**src/verilog/lsq_pkg.sv**
```systemverilog
package lsq_pkg;

    // Data path and address width
    localparam int XLEN = 32;

    // Entries in each of the load and store queues
    localparam int QUEUE_DEPTH = 8;
    localparam int QPTR_W = $clog2(QUEUE_DEPTH);

    // Physical register tag width
    localparam int TAG_W = 6;

    // Memory opcodes, loads first
    typedef enum logic [2:0] {
        op_lb  = 3'd0,
        op_lh  = 3'd1,
        op_lw  = 3'd2,
        op_lbu = 3'd3,
        op_lhu = 3'd4,
        op_sb  = 3'd5,
        op_sh  = 3'd6,
        op_sw  = 3'd7
    } mem_op_t;

    // Issue controller states
    // The two wait states differ only in which queue wins a tie
    typedef enum logic [2:0] {
        wait_load_pri  = 3'd0,
        wait_store_pri = 3'd1,
        request_load   = 3'd2,
        request_store  = 3'd3,
        done_load      = 3'd4,
        done_store     = 3'd5
    } lsq_state_t;

endpackage
```
**src/verilog/load_store_queue.sv**
```systemverilog
`timescale 1ns/1ps

module load_store_queue
    import lsq_pkg::*;
(
    input  logic             clk,
    input  logic             rst,
    input  logic             flush,
    input  logic             dispatch_valid,
    input  mem_op_t          dispatch_op,
    input  logic [TAG_W-1:0] dispatch_rd,
    input  logic [TAG_W-1:0] dispatch_rs1,
    input  logic [TAG_W-1:0] dispatch_rs2,
    input  logic             dispatch_rs1_ready,
    input  logic             dispatch_rs2_ready,
    input  logic [XLEN-1:0]  dispatch_imm,
    input  logic             cdb_in_valid,
    input  logic [TAG_W-1:0] cdb_in_tag,
    input  logic             commit_store,
    input  logic [XLEN-1:0]  reg_rs1_value,
    input  logic [XLEN-1:0]  reg_rs2_value,
    input  logic [XLEN-1:0]  dmem_rdata,
    input  logic             dmem_resp,
    output logic             full,
    output logic [TAG_W-1:0] reg_rs1_sel,
    output logic [TAG_W-1:0] reg_rs2_sel,
    output logic [XLEN-1:0]  dmem_addr,
    output logic [3:0]       dmem_rmask,
    output logic [3:0]       dmem_wmask,
    output logic [XLEN-1:0]  dmem_wdata,
    output logic             cdb_out_valid,
    output logic [TAG_W-1:0] cdb_out_tag,
    output logic [XLEN-1:0]  cdb_out_value
);

    logic is_store;
    logic push_load;
    logic push_store;
    logic load_full;
    logic store_full;
    logic load_ready;
    logic store_ready;
    logic pop_load;
    logic pop_store;
    logic block_cdb;

    logic [QPTR_W-1:0] load_head;
    logic [QPTR_W-1:0] load_tail;
    logic [QPTR_W-1:0] store_head;
    logic [QPTR_W-1:0] store_tail;

    mem_op_t          ld_head_op;
    logic [TAG_W-1:0] ld_head_rd;
    logic [TAG_W-1:0] ld_head_rs1;
    logic [XLEN-1:0]  ld_head_imm;
    mem_op_t          st_head_op;
    logic [TAG_W-1:0] st_head_rs1;
    logic [TAG_W-1:0] st_head_rs2;
    logic [XLEN-1:0]  st_head_imm;
    lsq_state_t       state;

    assign is_store   = dispatch_op inside {op_sb, op_sh, op_sw};
    assign push_load  = dispatch_valid && !is_store && !load_full;
    assign push_store = dispatch_valid && is_store && !store_full;
    assign full       = load_full || store_full;

    // Loads have no second source, so rs2 counts as ready
    lsq_entry_queue u_load_queue (
        .clk(clk), .rst(rst), .flush(flush), .push(push_load),
        .push_op(dispatch_op), .push_rd(dispatch_rd),
        .push_rs1(dispatch_rs1), .push_rs2(dispatch_rs2),
        .push_rs1_ready(dispatch_rs1_ready), .push_rs2_ready(1'b1),
        .push_imm(dispatch_imm), .other_head_ptr(store_head), .other_tail_ptr(store_tail),
        .cdb_in_valid(cdb_in_valid), .cdb_in_tag(cdb_in_tag), .pop(pop_load),
        .head_ptr(load_head), .tail_ptr(load_tail), .queue_full(load_full),
        .head_ready(load_ready), .head_op(ld_head_op), .head_rd(ld_head_rd),
        .head_rs1(ld_head_rs1), .head_rs2(), .head_imm(ld_head_imm)
    );

    lsq_entry_queue u_store_queue (
        .clk(clk), .rst(rst), .flush(flush), .push(push_store),
        .push_op(dispatch_op), .push_rd(dispatch_rd),
        .push_rs1(dispatch_rs1), .push_rs2(dispatch_rs2),
        .push_rs1_ready(dispatch_rs1_ready), .push_rs2_ready(dispatch_rs2_ready),
        .push_imm(dispatch_imm), .other_head_ptr(load_head), .other_tail_ptr(load_tail),
        .cdb_in_valid(cdb_in_valid), .cdb_in_tag(cdb_in_tag), .pop(pop_store),
        .head_ptr(store_head), .tail_ptr(store_tail), .queue_full(store_full),
        .head_ready(store_ready), .head_op(st_head_op), .head_rd(),
        .head_rs1(st_head_rs1), .head_rs2(st_head_rs2), .head_imm(st_head_imm)
    );

    lsq_issue_ctrl u_issue_ctrl (
        .clk(clk), .rst(rst), .flush(flush),
        .load_ready(load_ready), .store_ready(store_ready),
        .commit_store(commit_store), .dmem_resp(dmem_resp),
        .state(state), .pop_load(pop_load), .pop_store(pop_store), .block_cdb(block_cdb)
    );

    lsq_mem_port u_mem_port (
        .clk(clk), .rst(rst), .state(state), .block_cdb(block_cdb),
        .pop_load(pop_load), .pop_store(pop_store),
        .ld_head_op(ld_head_op), .ld_head_rd(ld_head_rd),
        .ld_head_rs1(ld_head_rs1), .ld_head_imm(ld_head_imm),
        .st_head_op(st_head_op), .st_head_rs1(st_head_rs1),
        .st_head_rs2(st_head_rs2), .st_head_imm(st_head_imm),
        .reg_rs1_value(reg_rs1_value), .reg_rs2_value(reg_rs2_value),
        .dmem_rdata(dmem_rdata), .dmem_resp(dmem_resp),
        .reg_rs1_sel(reg_rs1_sel), .reg_rs2_sel(reg_rs2_sel),
        .dmem_addr(dmem_addr), .dmem_rmask(dmem_rmask), .dmem_wmask(dmem_wmask),
        .dmem_wdata(dmem_wdata), .cdb_out_valid(cdb_out_valid),
        .cdb_out_tag(cdb_out_tag), .cdb_out_value(cdb_out_value)
    );

endmodule

```
**src/verilog/lsq_entry_queue.sv**
```systemverilog
`timescale 1ns/1ps

module lsq_entry_queue
    import lsq_pkg::*;
(
    input  logic              clk,
    input  logic              rst,
    input  logic              flush,
    input  logic              push,
    input  mem_op_t           push_op,
    input  logic [TAG_W-1:0]  push_rd,
    input  logic [TAG_W-1:0]  push_rs1,
    input  logic [TAG_W-1:0]  push_rs2,
    input  logic              push_rs1_ready,
    input  logic              push_rs2_ready,
    input  logic [XLEN-1:0]   push_imm,
    input  logic [QPTR_W-1:0] other_head_ptr,
    input  logic [QPTR_W-1:0] other_tail_ptr,
    input  logic              cdb_in_valid,
    input  logic [TAG_W-1:0]  cdb_in_tag,
    input  logic              pop,
    output logic [QPTR_W-1:0] head_ptr,
    output logic [QPTR_W-1:0] tail_ptr,
    output logic              queue_full,
    output logic              head_ready,
    output mem_op_t           head_op,
    output logic [TAG_W-1:0]  head_rd,
    output logic [TAG_W-1:0]  head_rs1,
    output logic [TAG_W-1:0]  head_rs2,
    output logic [XLEN-1:0]   head_imm
);

    logic              valid     [QUEUE_DEPTH];
    mem_op_t           op        [QUEUE_DEPTH];
    logic [TAG_W-1:0]  rd        [QUEUE_DEPTH];
    logic [TAG_W-1:0]  rs1       [QUEUE_DEPTH];
    logic [TAG_W-1:0]  rs2       [QUEUE_DEPTH];
    logic [XLEN-1:0]   imm       [QUEUE_DEPTH];
    logic              rs1_rdy   [QUEUE_DEPTH];
    logic              rs2_rdy   [QUEUE_DEPTH];
    logic [QPTR_W-1:0] cross_ptr [QUEUE_DEPTH];
    logic              cross_met [QUEUE_DEPTH];
    logic [QPTR_W:0]   count;

    logic push_rs1_hit;
    logic push_rs2_hit;
    logic order_ok;

    // Result bus may deliver an operand in the same cycle it is dispatched
    assign push_rs1_hit = cdb_in_valid && (cdb_in_tag == push_rs1);
    assign push_rs2_hit = cdb_in_valid && (cdb_in_tag == push_rs2);

    always_ff @(posedge clk) begin
        if (rst || flush) begin
            head_ptr <= '0;
            tail_ptr <= '0;
            count    <= '0;
        end else begin
            if (push) begin
                head_ptr <= head_ptr + 1'b1;
            end
            if (pop) begin
                tail_ptr <= tail_ptr + 1'b1;
            end
            case ({push, pop})
                2'b10:   count <= count + 1'b1;
                2'b01:   count <= count - 1'b1;
                default: count <= count;
            endcase
        end
    end

    always_ff @(posedge clk) begin
        if (rst || flush) begin
            for (int i = 0; i < QUEUE_DEPTH; i++) begin
                valid[i] <= 1'b0;
            end
        end else begin
            if (pop) begin
                valid[tail_ptr] <= 1'b0;
            end
            if (push) begin
                valid[head_ptr] <= 1'b1;
            end
        end
    end

    // Wakeup and cross-order tracking, the push slot overrides below
    always_ff @(posedge clk) begin
        for (int i = 0; i < QUEUE_DEPTH; i++) begin
            if (valid[i] && cdb_in_valid && (cdb_in_tag == rs1[i])) begin
                rs1_rdy[i] <= 1'b1;
            end
            if (valid[i] && cdb_in_valid && (cdb_in_tag == rs2[i])) begin
                rs2_rdy[i] <= 1'b1;
            end
            if (valid[i] && (cross_ptr[i] == other_tail_ptr)) begin
                cross_met[i] <= 1'b1;
            end
        end
        if (push) begin
            op[head_ptr]        <= push_op;
            rd[head_ptr]        <= push_rd;
            rs1[head_ptr]       <= push_rs1;
            rs2[head_ptr]       <= push_rs2;
            imm[head_ptr]       <= push_imm;
            rs1_rdy[head_ptr]   <= push_rs1_ready || push_rs1_hit;
            rs2_rdy[head_ptr]   <= push_rs2_ready || push_rs2_hit;
            // Older ops of the other queue end at its current head
            cross_ptr[head_ptr] <= other_head_ptr;
            cross_met[head_ptr] <= 1'b0;
        end
    end

    // Other queue has drained everything that was ahead of the oldest entry
    assign order_ok = cross_met[tail_ptr] || (cross_ptr[tail_ptr] == other_tail_ptr);

    assign head_ready = valid[tail_ptr] && rs1_rdy[tail_ptr] && rs2_rdy[tail_ptr] && order_ok;
    assign queue_full = (count == QUEUE_DEPTH);

    assign head_op  = op[tail_ptr];
    assign head_rd  = rd[tail_ptr];
    assign head_rs1 = rs1[tail_ptr];
    assign head_rs2 = rs2[tail_ptr];
    assign head_imm = imm[tail_ptr];

endmodule

```
**src/verilog/lsq_issue_ctrl.sv**
```systemverilog
`timescale 1ns/1ps

module lsq_issue_ctrl
    import lsq_pkg::*;
(
    input  logic       clk,
    input  logic       rst,
    input  logic       flush,
    input  logic       load_ready,
    input  logic       store_ready,
    input  logic       commit_store,
    input  logic       dmem_resp,
    output lsq_state_t state,
    output logic       pop_load,
    output logic       pop_store,
    output logic       block_cdb
);

    lsq_state_t next_state;

    logic in_wait;
    logic in_request;
    logic store_ok;

    assign in_wait    = (state == wait_load_pri) || (state == wait_store_pri);
    assign in_request = (state == request_load) || (state == request_store);

    // Stores leave only once the ROB has committed them
    assign store_ok = store_ready && commit_store;

    always_comb begin
        pop_load  = 1'b0;
        pop_store = 1'b0;
        if (in_wait && !flush) begin
            if (load_ready && store_ok) begin
                // Tie goes to the queue favoured by the current wait state
                if (state == wait_load_pri) begin
                    pop_load = 1'b1;
                end else begin
                    pop_store = 1'b1;
                end
            end else if (load_ready) begin
                pop_load = 1'b1;
            end else if (store_ok) begin
                pop_store = 1'b1;
            end
        end
    end

    always_comb begin
        next_state = state;
        case (state)
            wait_load_pri, wait_store_pri: begin
                if (pop_load) begin
                    next_state = request_load;
                end else if (pop_store) begin
                    next_state = request_store;
                end
            end
            request_load: begin
                if (dmem_resp) begin
                    next_state = done_load;
                end
            end
            request_store: begin
                if (dmem_resp) begin
                    next_state = done_store;
                end
            end
            // Hand priority to the other queue so neither starves
            done_load:  next_state = wait_store_pri;
            done_store: next_state = wait_load_pri;
            default:    next_state = wait_load_pri;
        endcase
    end

    always_ff @(posedge clk) begin
        if (rst) begin
            state <= wait_load_pri;
        end else begin
            state <= next_state;
        end
    end

    // Request already at memory finishes, but its result is stale after flush
    always_ff @(posedge clk) begin
        if (rst) begin
            block_cdb <= 1'b0;
        end else if (in_request && flush) begin
            block_cdb <= 1'b1;
        end else if ((state == done_load) || (state == done_store)) begin
            block_cdb <= 1'b0;
        end
    end

endmodule

```
**src/verilog/lsq_mem_port.sv**
```systemverilog
`timescale 1ns/1ps

module lsq_mem_port
    import lsq_pkg::*;
(
    input  logic             clk,
    input  logic             rst,
    input  lsq_state_t       state,
    input  logic             block_cdb,
    input  logic             pop_load,
    input  logic             pop_store,
    input  mem_op_t          ld_head_op,
    input  logic [TAG_W-1:0] ld_head_rd,
    input  logic [TAG_W-1:0] ld_head_rs1,
    input  logic [XLEN-1:0]  ld_head_imm,
    input  mem_op_t          st_head_op,
    input  logic [TAG_W-1:0] st_head_rs1,
    input  logic [TAG_W-1:0] st_head_rs2,
    input  logic [XLEN-1:0]  st_head_imm,
    input  logic [XLEN-1:0]  reg_rs1_value,
    input  logic [XLEN-1:0]  reg_rs2_value,
    input  logic [XLEN-1:0]  dmem_rdata,
    input  logic             dmem_resp,
    output logic [TAG_W-1:0] reg_rs1_sel,
    output logic [TAG_W-1:0] reg_rs2_sel,
    output logic [XLEN-1:0]  dmem_addr,
    output logic [3:0]       dmem_rmask,
    output logic [3:0]       dmem_wmask,
    output logic [XLEN-1:0]  dmem_wdata,
    output logic             cdb_out_valid,
    output logic [TAG_W-1:0] cdb_out_tag,
    output logic [XLEN-1:0]  cdb_out_value
);

    mem_op_t          op_q;
    logic [TAG_W-1:0] rd_q;
    logic [XLEN-1:0]  addr_q;
    logic [XLEN-1:0]  wdata_q;
    logic [XLEN-1:0]  load_value_q;

    logic [3:0]       size_mask;
    logic [3:0]       byte_mask;
    logic [XLEN-1:0]  rdata_shifted;
    logic [XLEN-1:0]  load_value;

    // Register file answers in the pop cycle
    assign reg_rs1_sel = pop_store ? st_head_rs1 : ld_head_rs1;
    assign reg_rs2_sel = st_head_rs2;

    always_ff @(posedge clk) begin
        if (rst) begin
            op_q   <= op_lw;
            addr_q <= '0;
        end else if (pop_load) begin
            op_q   <= ld_head_op;
            addr_q <= reg_rs1_value + ld_head_imm;
        end else if (pop_store) begin
            op_q   <= st_head_op;
            addr_q <= reg_rs1_value + st_head_imm;
        end
    end

    always_ff @(posedge clk) begin
        if (pop_load) begin
            rd_q <= ld_head_rd;
        end
        if (pop_store) begin
            wdata_q <= reg_rs2_value;
        end
        if ((state == request_load) && dmem_resp) begin
            load_value_q <= load_value;
        end
    end

    always_comb begin
        case (op_q)
            op_lb, op_lbu, op_sb: size_mask = 4'b0001;
            op_lh, op_lhu, op_sh: size_mask = 4'b0011;
            default:              size_mask = 4'b1111;
        endcase
    end

    assign byte_mask = size_mask << addr_q[1:0];

    always_comb begin
        dmem_addr  = '0;
        dmem_rmask = 4'b0000;
        dmem_wmask = 4'b0000;
        dmem_wdata = '0;
        if (state == request_load) begin
            dmem_addr  = {addr_q[XLEN-1:2], 2'b00};
            dmem_rmask = byte_mask;
        end else if (state == request_store) begin
            dmem_addr  = {addr_q[XLEN-1:2], 2'b00};
            dmem_wmask = byte_mask;
            dmem_wdata = wdata_q << {addr_q[1:0], 3'b000};
        end
    end

    // Bring the addressed bytes down to bit 0 before extension
    assign rdata_shifted = dmem_rdata >> {addr_q[1:0], 3'b000};

    always_comb begin
        case (op_q)
            op_lb:   load_value = {{(XLEN-8){rdata_shifted[7]}}, rdata_shifted[7:0]};
            op_lbu:  load_value = {{(XLEN-8){1'b0}}, rdata_shifted[7:0]};
            op_lh:   load_value = {{(XLEN-16){rdata_shifted[15]}}, rdata_shifted[15:0]};
            op_lhu:  load_value = {{(XLEN-16){1'b0}}, rdata_shifted[15:0]};
            default: load_value = rdata_shifted;
        endcase
    end

    assign cdb_out_valid = (state == done_load) && !block_cdb;
    assign cdb_out_tag   = rd_q;
    assign cdb_out_value = load_value_q;

endmodule

```
**config.mk**
```make
export PLATFORM = sky130hd
export DESIGN_NAME = load_store_queue
export DESIGN_NICKNAME = d
export VERILOG_FILES = /design/src/verilog/lsq_pkg.sv /design/src/verilog/load_store_queue.sv /design/src/verilog/lsq_entry_queue.sv /design/src/verilog/lsq_issue_ctrl.sv /design/src/verilog/lsq_mem_port.sv
export SDC_FILE = /design/constraint.sdc
export NUM_CORES = 1
export LEC_CHECK = 0
export BUFFER_PORTS_ARGS = -buffer_cell sky130_fd_sc_hd__clkbuf_2
export CAP_MARGIN = 20
export CELL_PAD_IN_SITES_DETAIL_PLACEMENT = 1
export CELL_PAD_IN_SITES_GLOBAL_PLACEMENT = 2
export CORE_AREA = 2 2 330 332
export CTS_CLUSTER_SIZE = 10
export DETAILED_ROUTE_END_ITERATION = 10
export DIE_AREA = 0 0 332 334
export PLACE_DENSITY = 0.83
export SLEW_MARGIN = 20
export SYNTH_ARGS = -nofsm -noshare
export SYNTH_HDL_FRONTEND = slang
export SYNTH_SLANG_ARGS = --single-unit
```
**constraint.sdc**
```tcl
create_clock -name clk -period 5.9 [get_ports clk]
set_clock_uncertainty 0.15 [all_clocks]
set_input_delay 1.18 -clock clk [delete_from_list [all_inputs] [get_ports clk]]
set_output_delay 1.18 -clock clk [all_outputs]
set_load 0.02 [all_outputs]
```
==> impl_metrics.csv <==
group,metric,value,unit
setup_path,crit_family,"simple AND/OR/NAND/NOR gates",
power_and_ir_drop,switching_share,21.7,%
placed_design,post-place-ws,0.120,ns
power_and_ir_drop,seqPwrFrac,52.4,%
sta,final.setup.tns,0,ns
clock_network,cts_root_buffer,"clkbuf_16",
synthesis,yosys-top-cells-count,"870 x edfxtp_1, 186 x mux4_2, 178 x a21oi_1",
routing,routed_wl,121000,um
setup_path,start_kind,"register",
power_and_ir_drop,ir_drop,236,uV
worst_hold_path,hold_path_class,"register to register",
synthesis,synthCells,2705,
routing,vias,25600,
global_route,grt_pass1_vias,27100,
power_and_ir_drop,p_total,14.7,mW
die,num_rows,121,
die,core_area,108000,um^2
synthesis,synth_area_leaders,"edfxtp_1 61%, mux4_2 9.9%, dfxtp_1 5.7%",
finish,fin_nets,3240,
clock_network,cts_tree,"done",
clock_network,clockBufferDepth,3,
routing,drc,0,
synthesis,syn-cell-area,42500,um^2
placed_design,place_congestion,0.837,
sta,max_slew.worst_pin.slew,1.15,ns
run,max_cap_viol_count,0,
synthesis,synth_top_flop_cell,"edfxtp_1",
setup_path,critPathBufInv,3,
setup_path,cp_max_fo,19,
synthesis,synth_area_leader_cell,"edfxtp_1",
global_route,grt.total_usage,21.8,%
clock_network,clk_pin_slew,0.06,ns
die,chipWidth,332,um
routing,wire_per_inst,26.7,um
synthesis,synth_edf_count,870,
power_and_ir_drop,comb_power_share,4.3,%
sta,slew_violations,0,
finish,ff_latch_area,28600,um^2
die,start_util,39.4,%
clock_network,clkLatencyLatePin,0.70,ns
finish,area_growth_syn_to_layout,16.1,%
synthesis,avgSynthCellArea,15.7,um^2
setup_path,critPathMaxStageDelay,0.75,ns
setup_path,crit_type,"register to output pin",
finish,num-fill-cells,10700,
power_and_ir_drop,power.density,298,nW/um^2
synthesis,synth_cell_types,64,
setup_path,endpoint_kind,"output pin",
setup_path,arrival,4.29,ns
sta,hold_viol_final,0,
synthesis,ys_seq_elements,991,
die,die_area,111000,um^2
finish,drive_above_1_share,23.7,%
power_and_ir_drop,clock_power_share,43.3,%
sta,fmax,178,MHz
routing,drtIter0Drc,2166,
routing,drt-vias-per-instance,5.64,
global_route,grt_pass1_wl,181000,um
sta,post-route-min-period,5.62,ns
synthesis,synth-async-reset-ratio,0,%
die,ios,288,
sta,slew_headroom,23.5,%
global_route,globalRouteOverflowTotal,0,
power_and_ir_drop,power.switching,3.19,mW
sta,fin_ws,0.283,ns
die,die-height,334,um
power_and_ir_drop,internal_power,11.5,mW
routing,ant_nets,0,
outcome,status,"complete, no violations",
power_and_ir_drop,p_leak,16.1,nW
finish,multi_input_area,13500,um^2
routing,drt-pass1-iter-count,5,
synthesis,synth.top_cell.area_share,61.4,%
clock_network,clkSinkCount,991,
setup_path,worstPathCellList,"buf_4 -> buf_4 -> nor2_1 -> nand3_1 -> nand3_1 -> or4_1 -> nor3_4 -> a211oi_1 -> a21oi_1 -> clkbuf_2",
setup_path,crit_required,4.57,ns
clock_network,cts_inserted_buffers,112,
placed_design,portBuffers,285,
synthesis,yosysMostFrequentCell,"edfxtp_1",
setup_path,slowest_stage,"nor3_4",
clock_network,htree_levels,3,
global_route,antenna_found_initial,9,
synthesis,ys_warn_count,0,
placed_design,hpwl,76400,um
sta,setup_viol,0,
sta,fin_crit_sh,95.2,%
global_route,grt_max_degree,71,
synthesis,ys_seq_area_share,67.1,%
==> flip-flops by register name, summed over array words and instances (netlist names), 32 cells and up, named ones only <==
name	count
u_mem_port.wdata_q	32
u_load_queue.imm	256
u_mem_port.addr_q	32
u_load_queue.rs1	48
u_store_queue.rs2	48
u_store_queue.rs1	48
u_load_queue.rd	48
u_mem_port.cdb_out_value	32
u_store_queue.imm	256
==> worst reg2reg max path: cells and delay by family (launching register included) <==
| kind | cells | cell delay, ns |
|---|---|---|
| fa+ha+maj | 1 | 0.39 |
| buf+inv | 2 | 0.46 |
| flops | 1 | 0.44 |
| simple gates | 2 | 0.34 |
| xor+xnor | 1 | 0.10 |
| mux | 2 | 0.74 |
| compound gates | 11 | 2.81 |
==> stage by stage <==
step,std cells,hold WS [ns],instance area (um^2),utilization [%]
after floorplan,2706,0.277,42500,-
after global routing,4534,0.322,49400,45.8
final,4536,0.295,49400,45.8
after global placement,4331,0.284,46000,42.7
after CTS,4531,0.298,49300,45.7
after detailed placement,4331,0.292,46000,42.7
==> logic make-up (layout without fill, tap and decap cells) <==
family          count (synthesis)  in the layout  synth area share (%)
simple gates                  546            546                  6.54
buf+inv                       186            598                  1.72
compound gates                408            408                  6.00
fa+ha+maj                      44             44                  1.35
mux                           287            287                  12.2
flops                         991            991                  67.1
xor+xnor                      242            242                  4.98
other cells                     1              6               0.00882
==> timing repair <==
action	4_1_cts	5_1_grt
setup buffers	0	0
resized for setup	0	9
hold buffers	0	0
setup endpoints to repair	0	11
endpoints found under the hold margin	0	0
==> final timing paths <==
| path | startpoint | endpoint | slack, ns | cells after the start |
|---|---|---|---|---|
| min | u_mem_port.addr_q[16] | u_mem_port.addr_q[16] | 0.30 | 2 |
| max | register | reg_rs1_sel[2] | 0.28 | 10 |
| min reg2reg | u_mem_port.addr_q[16] | u_mem_port.addr_q[16] | 0.30 | 2 |
| max reg2reg | register | u_mem_port.addr_q[30] | 0.34 | 19 |
==> placed cells by master, fill, tap and decap left out, drive strengths merged, types with 12 or more instances in the layout <==
cell type / synthesis / layout
a41oi: 16 / 16
nor3: 43 / 43
clkbuf: 92 / 472
mux2i: 95 / 95
nand3: 32 / 32
a21o: 19 / 19
o21ai: 49 / 49
nor2b: 69 / 69
a22oi: 20 / 20
a211oi: 72 / 72
a21oi: 178 / 178
dfxtp: 121 / 121
xor2: 133 / 133
nor4: 29 / 29
inv: 31 / 34
ha: 41 / 41
and2: 42 / 42
and3: 12 / 12
buf: 63 / 82
xnor2: 109 / 109
nor2: 130 / 130
or4: 17 / 17
edfxtp: 870 / 870
nand2b: 15 / 15
mux4: 186 / 186
nand2: 117 / 117
==> metal layers <==
metal	vias to the layer above	track usage, %	share of wire [%]
met5	-	0	0.064
met3	183	4.15	7.2
met1	13300	29.6	43
met4	12	5.95	2.3
li1	11200	-	-
met2	956	35.8	48
==> power by group through the flow <==
stage / clock (mW) / combinational (mW) / sequential (mW)
after detailed placement: 0 / 0.622 / 7.86
final: 6.37 / 0.630 / 7.72
after global placement: 0 / 0.607 / 7.86
after floorplan: 0 / 0.344 / 7.85
after global routing: 6.73 / 0.692 / 7.72
after CTS: 6.47 / 0.628 / 7.72
==> layout make-up <==
class,count,share of cell area [%]
flip-flops and latches,991,57.9
multi-input cells,1529,27.3
clock buffers,187,6.37
repair buffers,367,4.31
well taps,1414,3.58
clock inverters,13,0.322
inverters,31,0.236
diodes,4,0.0203
Power figures use the tool's default switching activity.
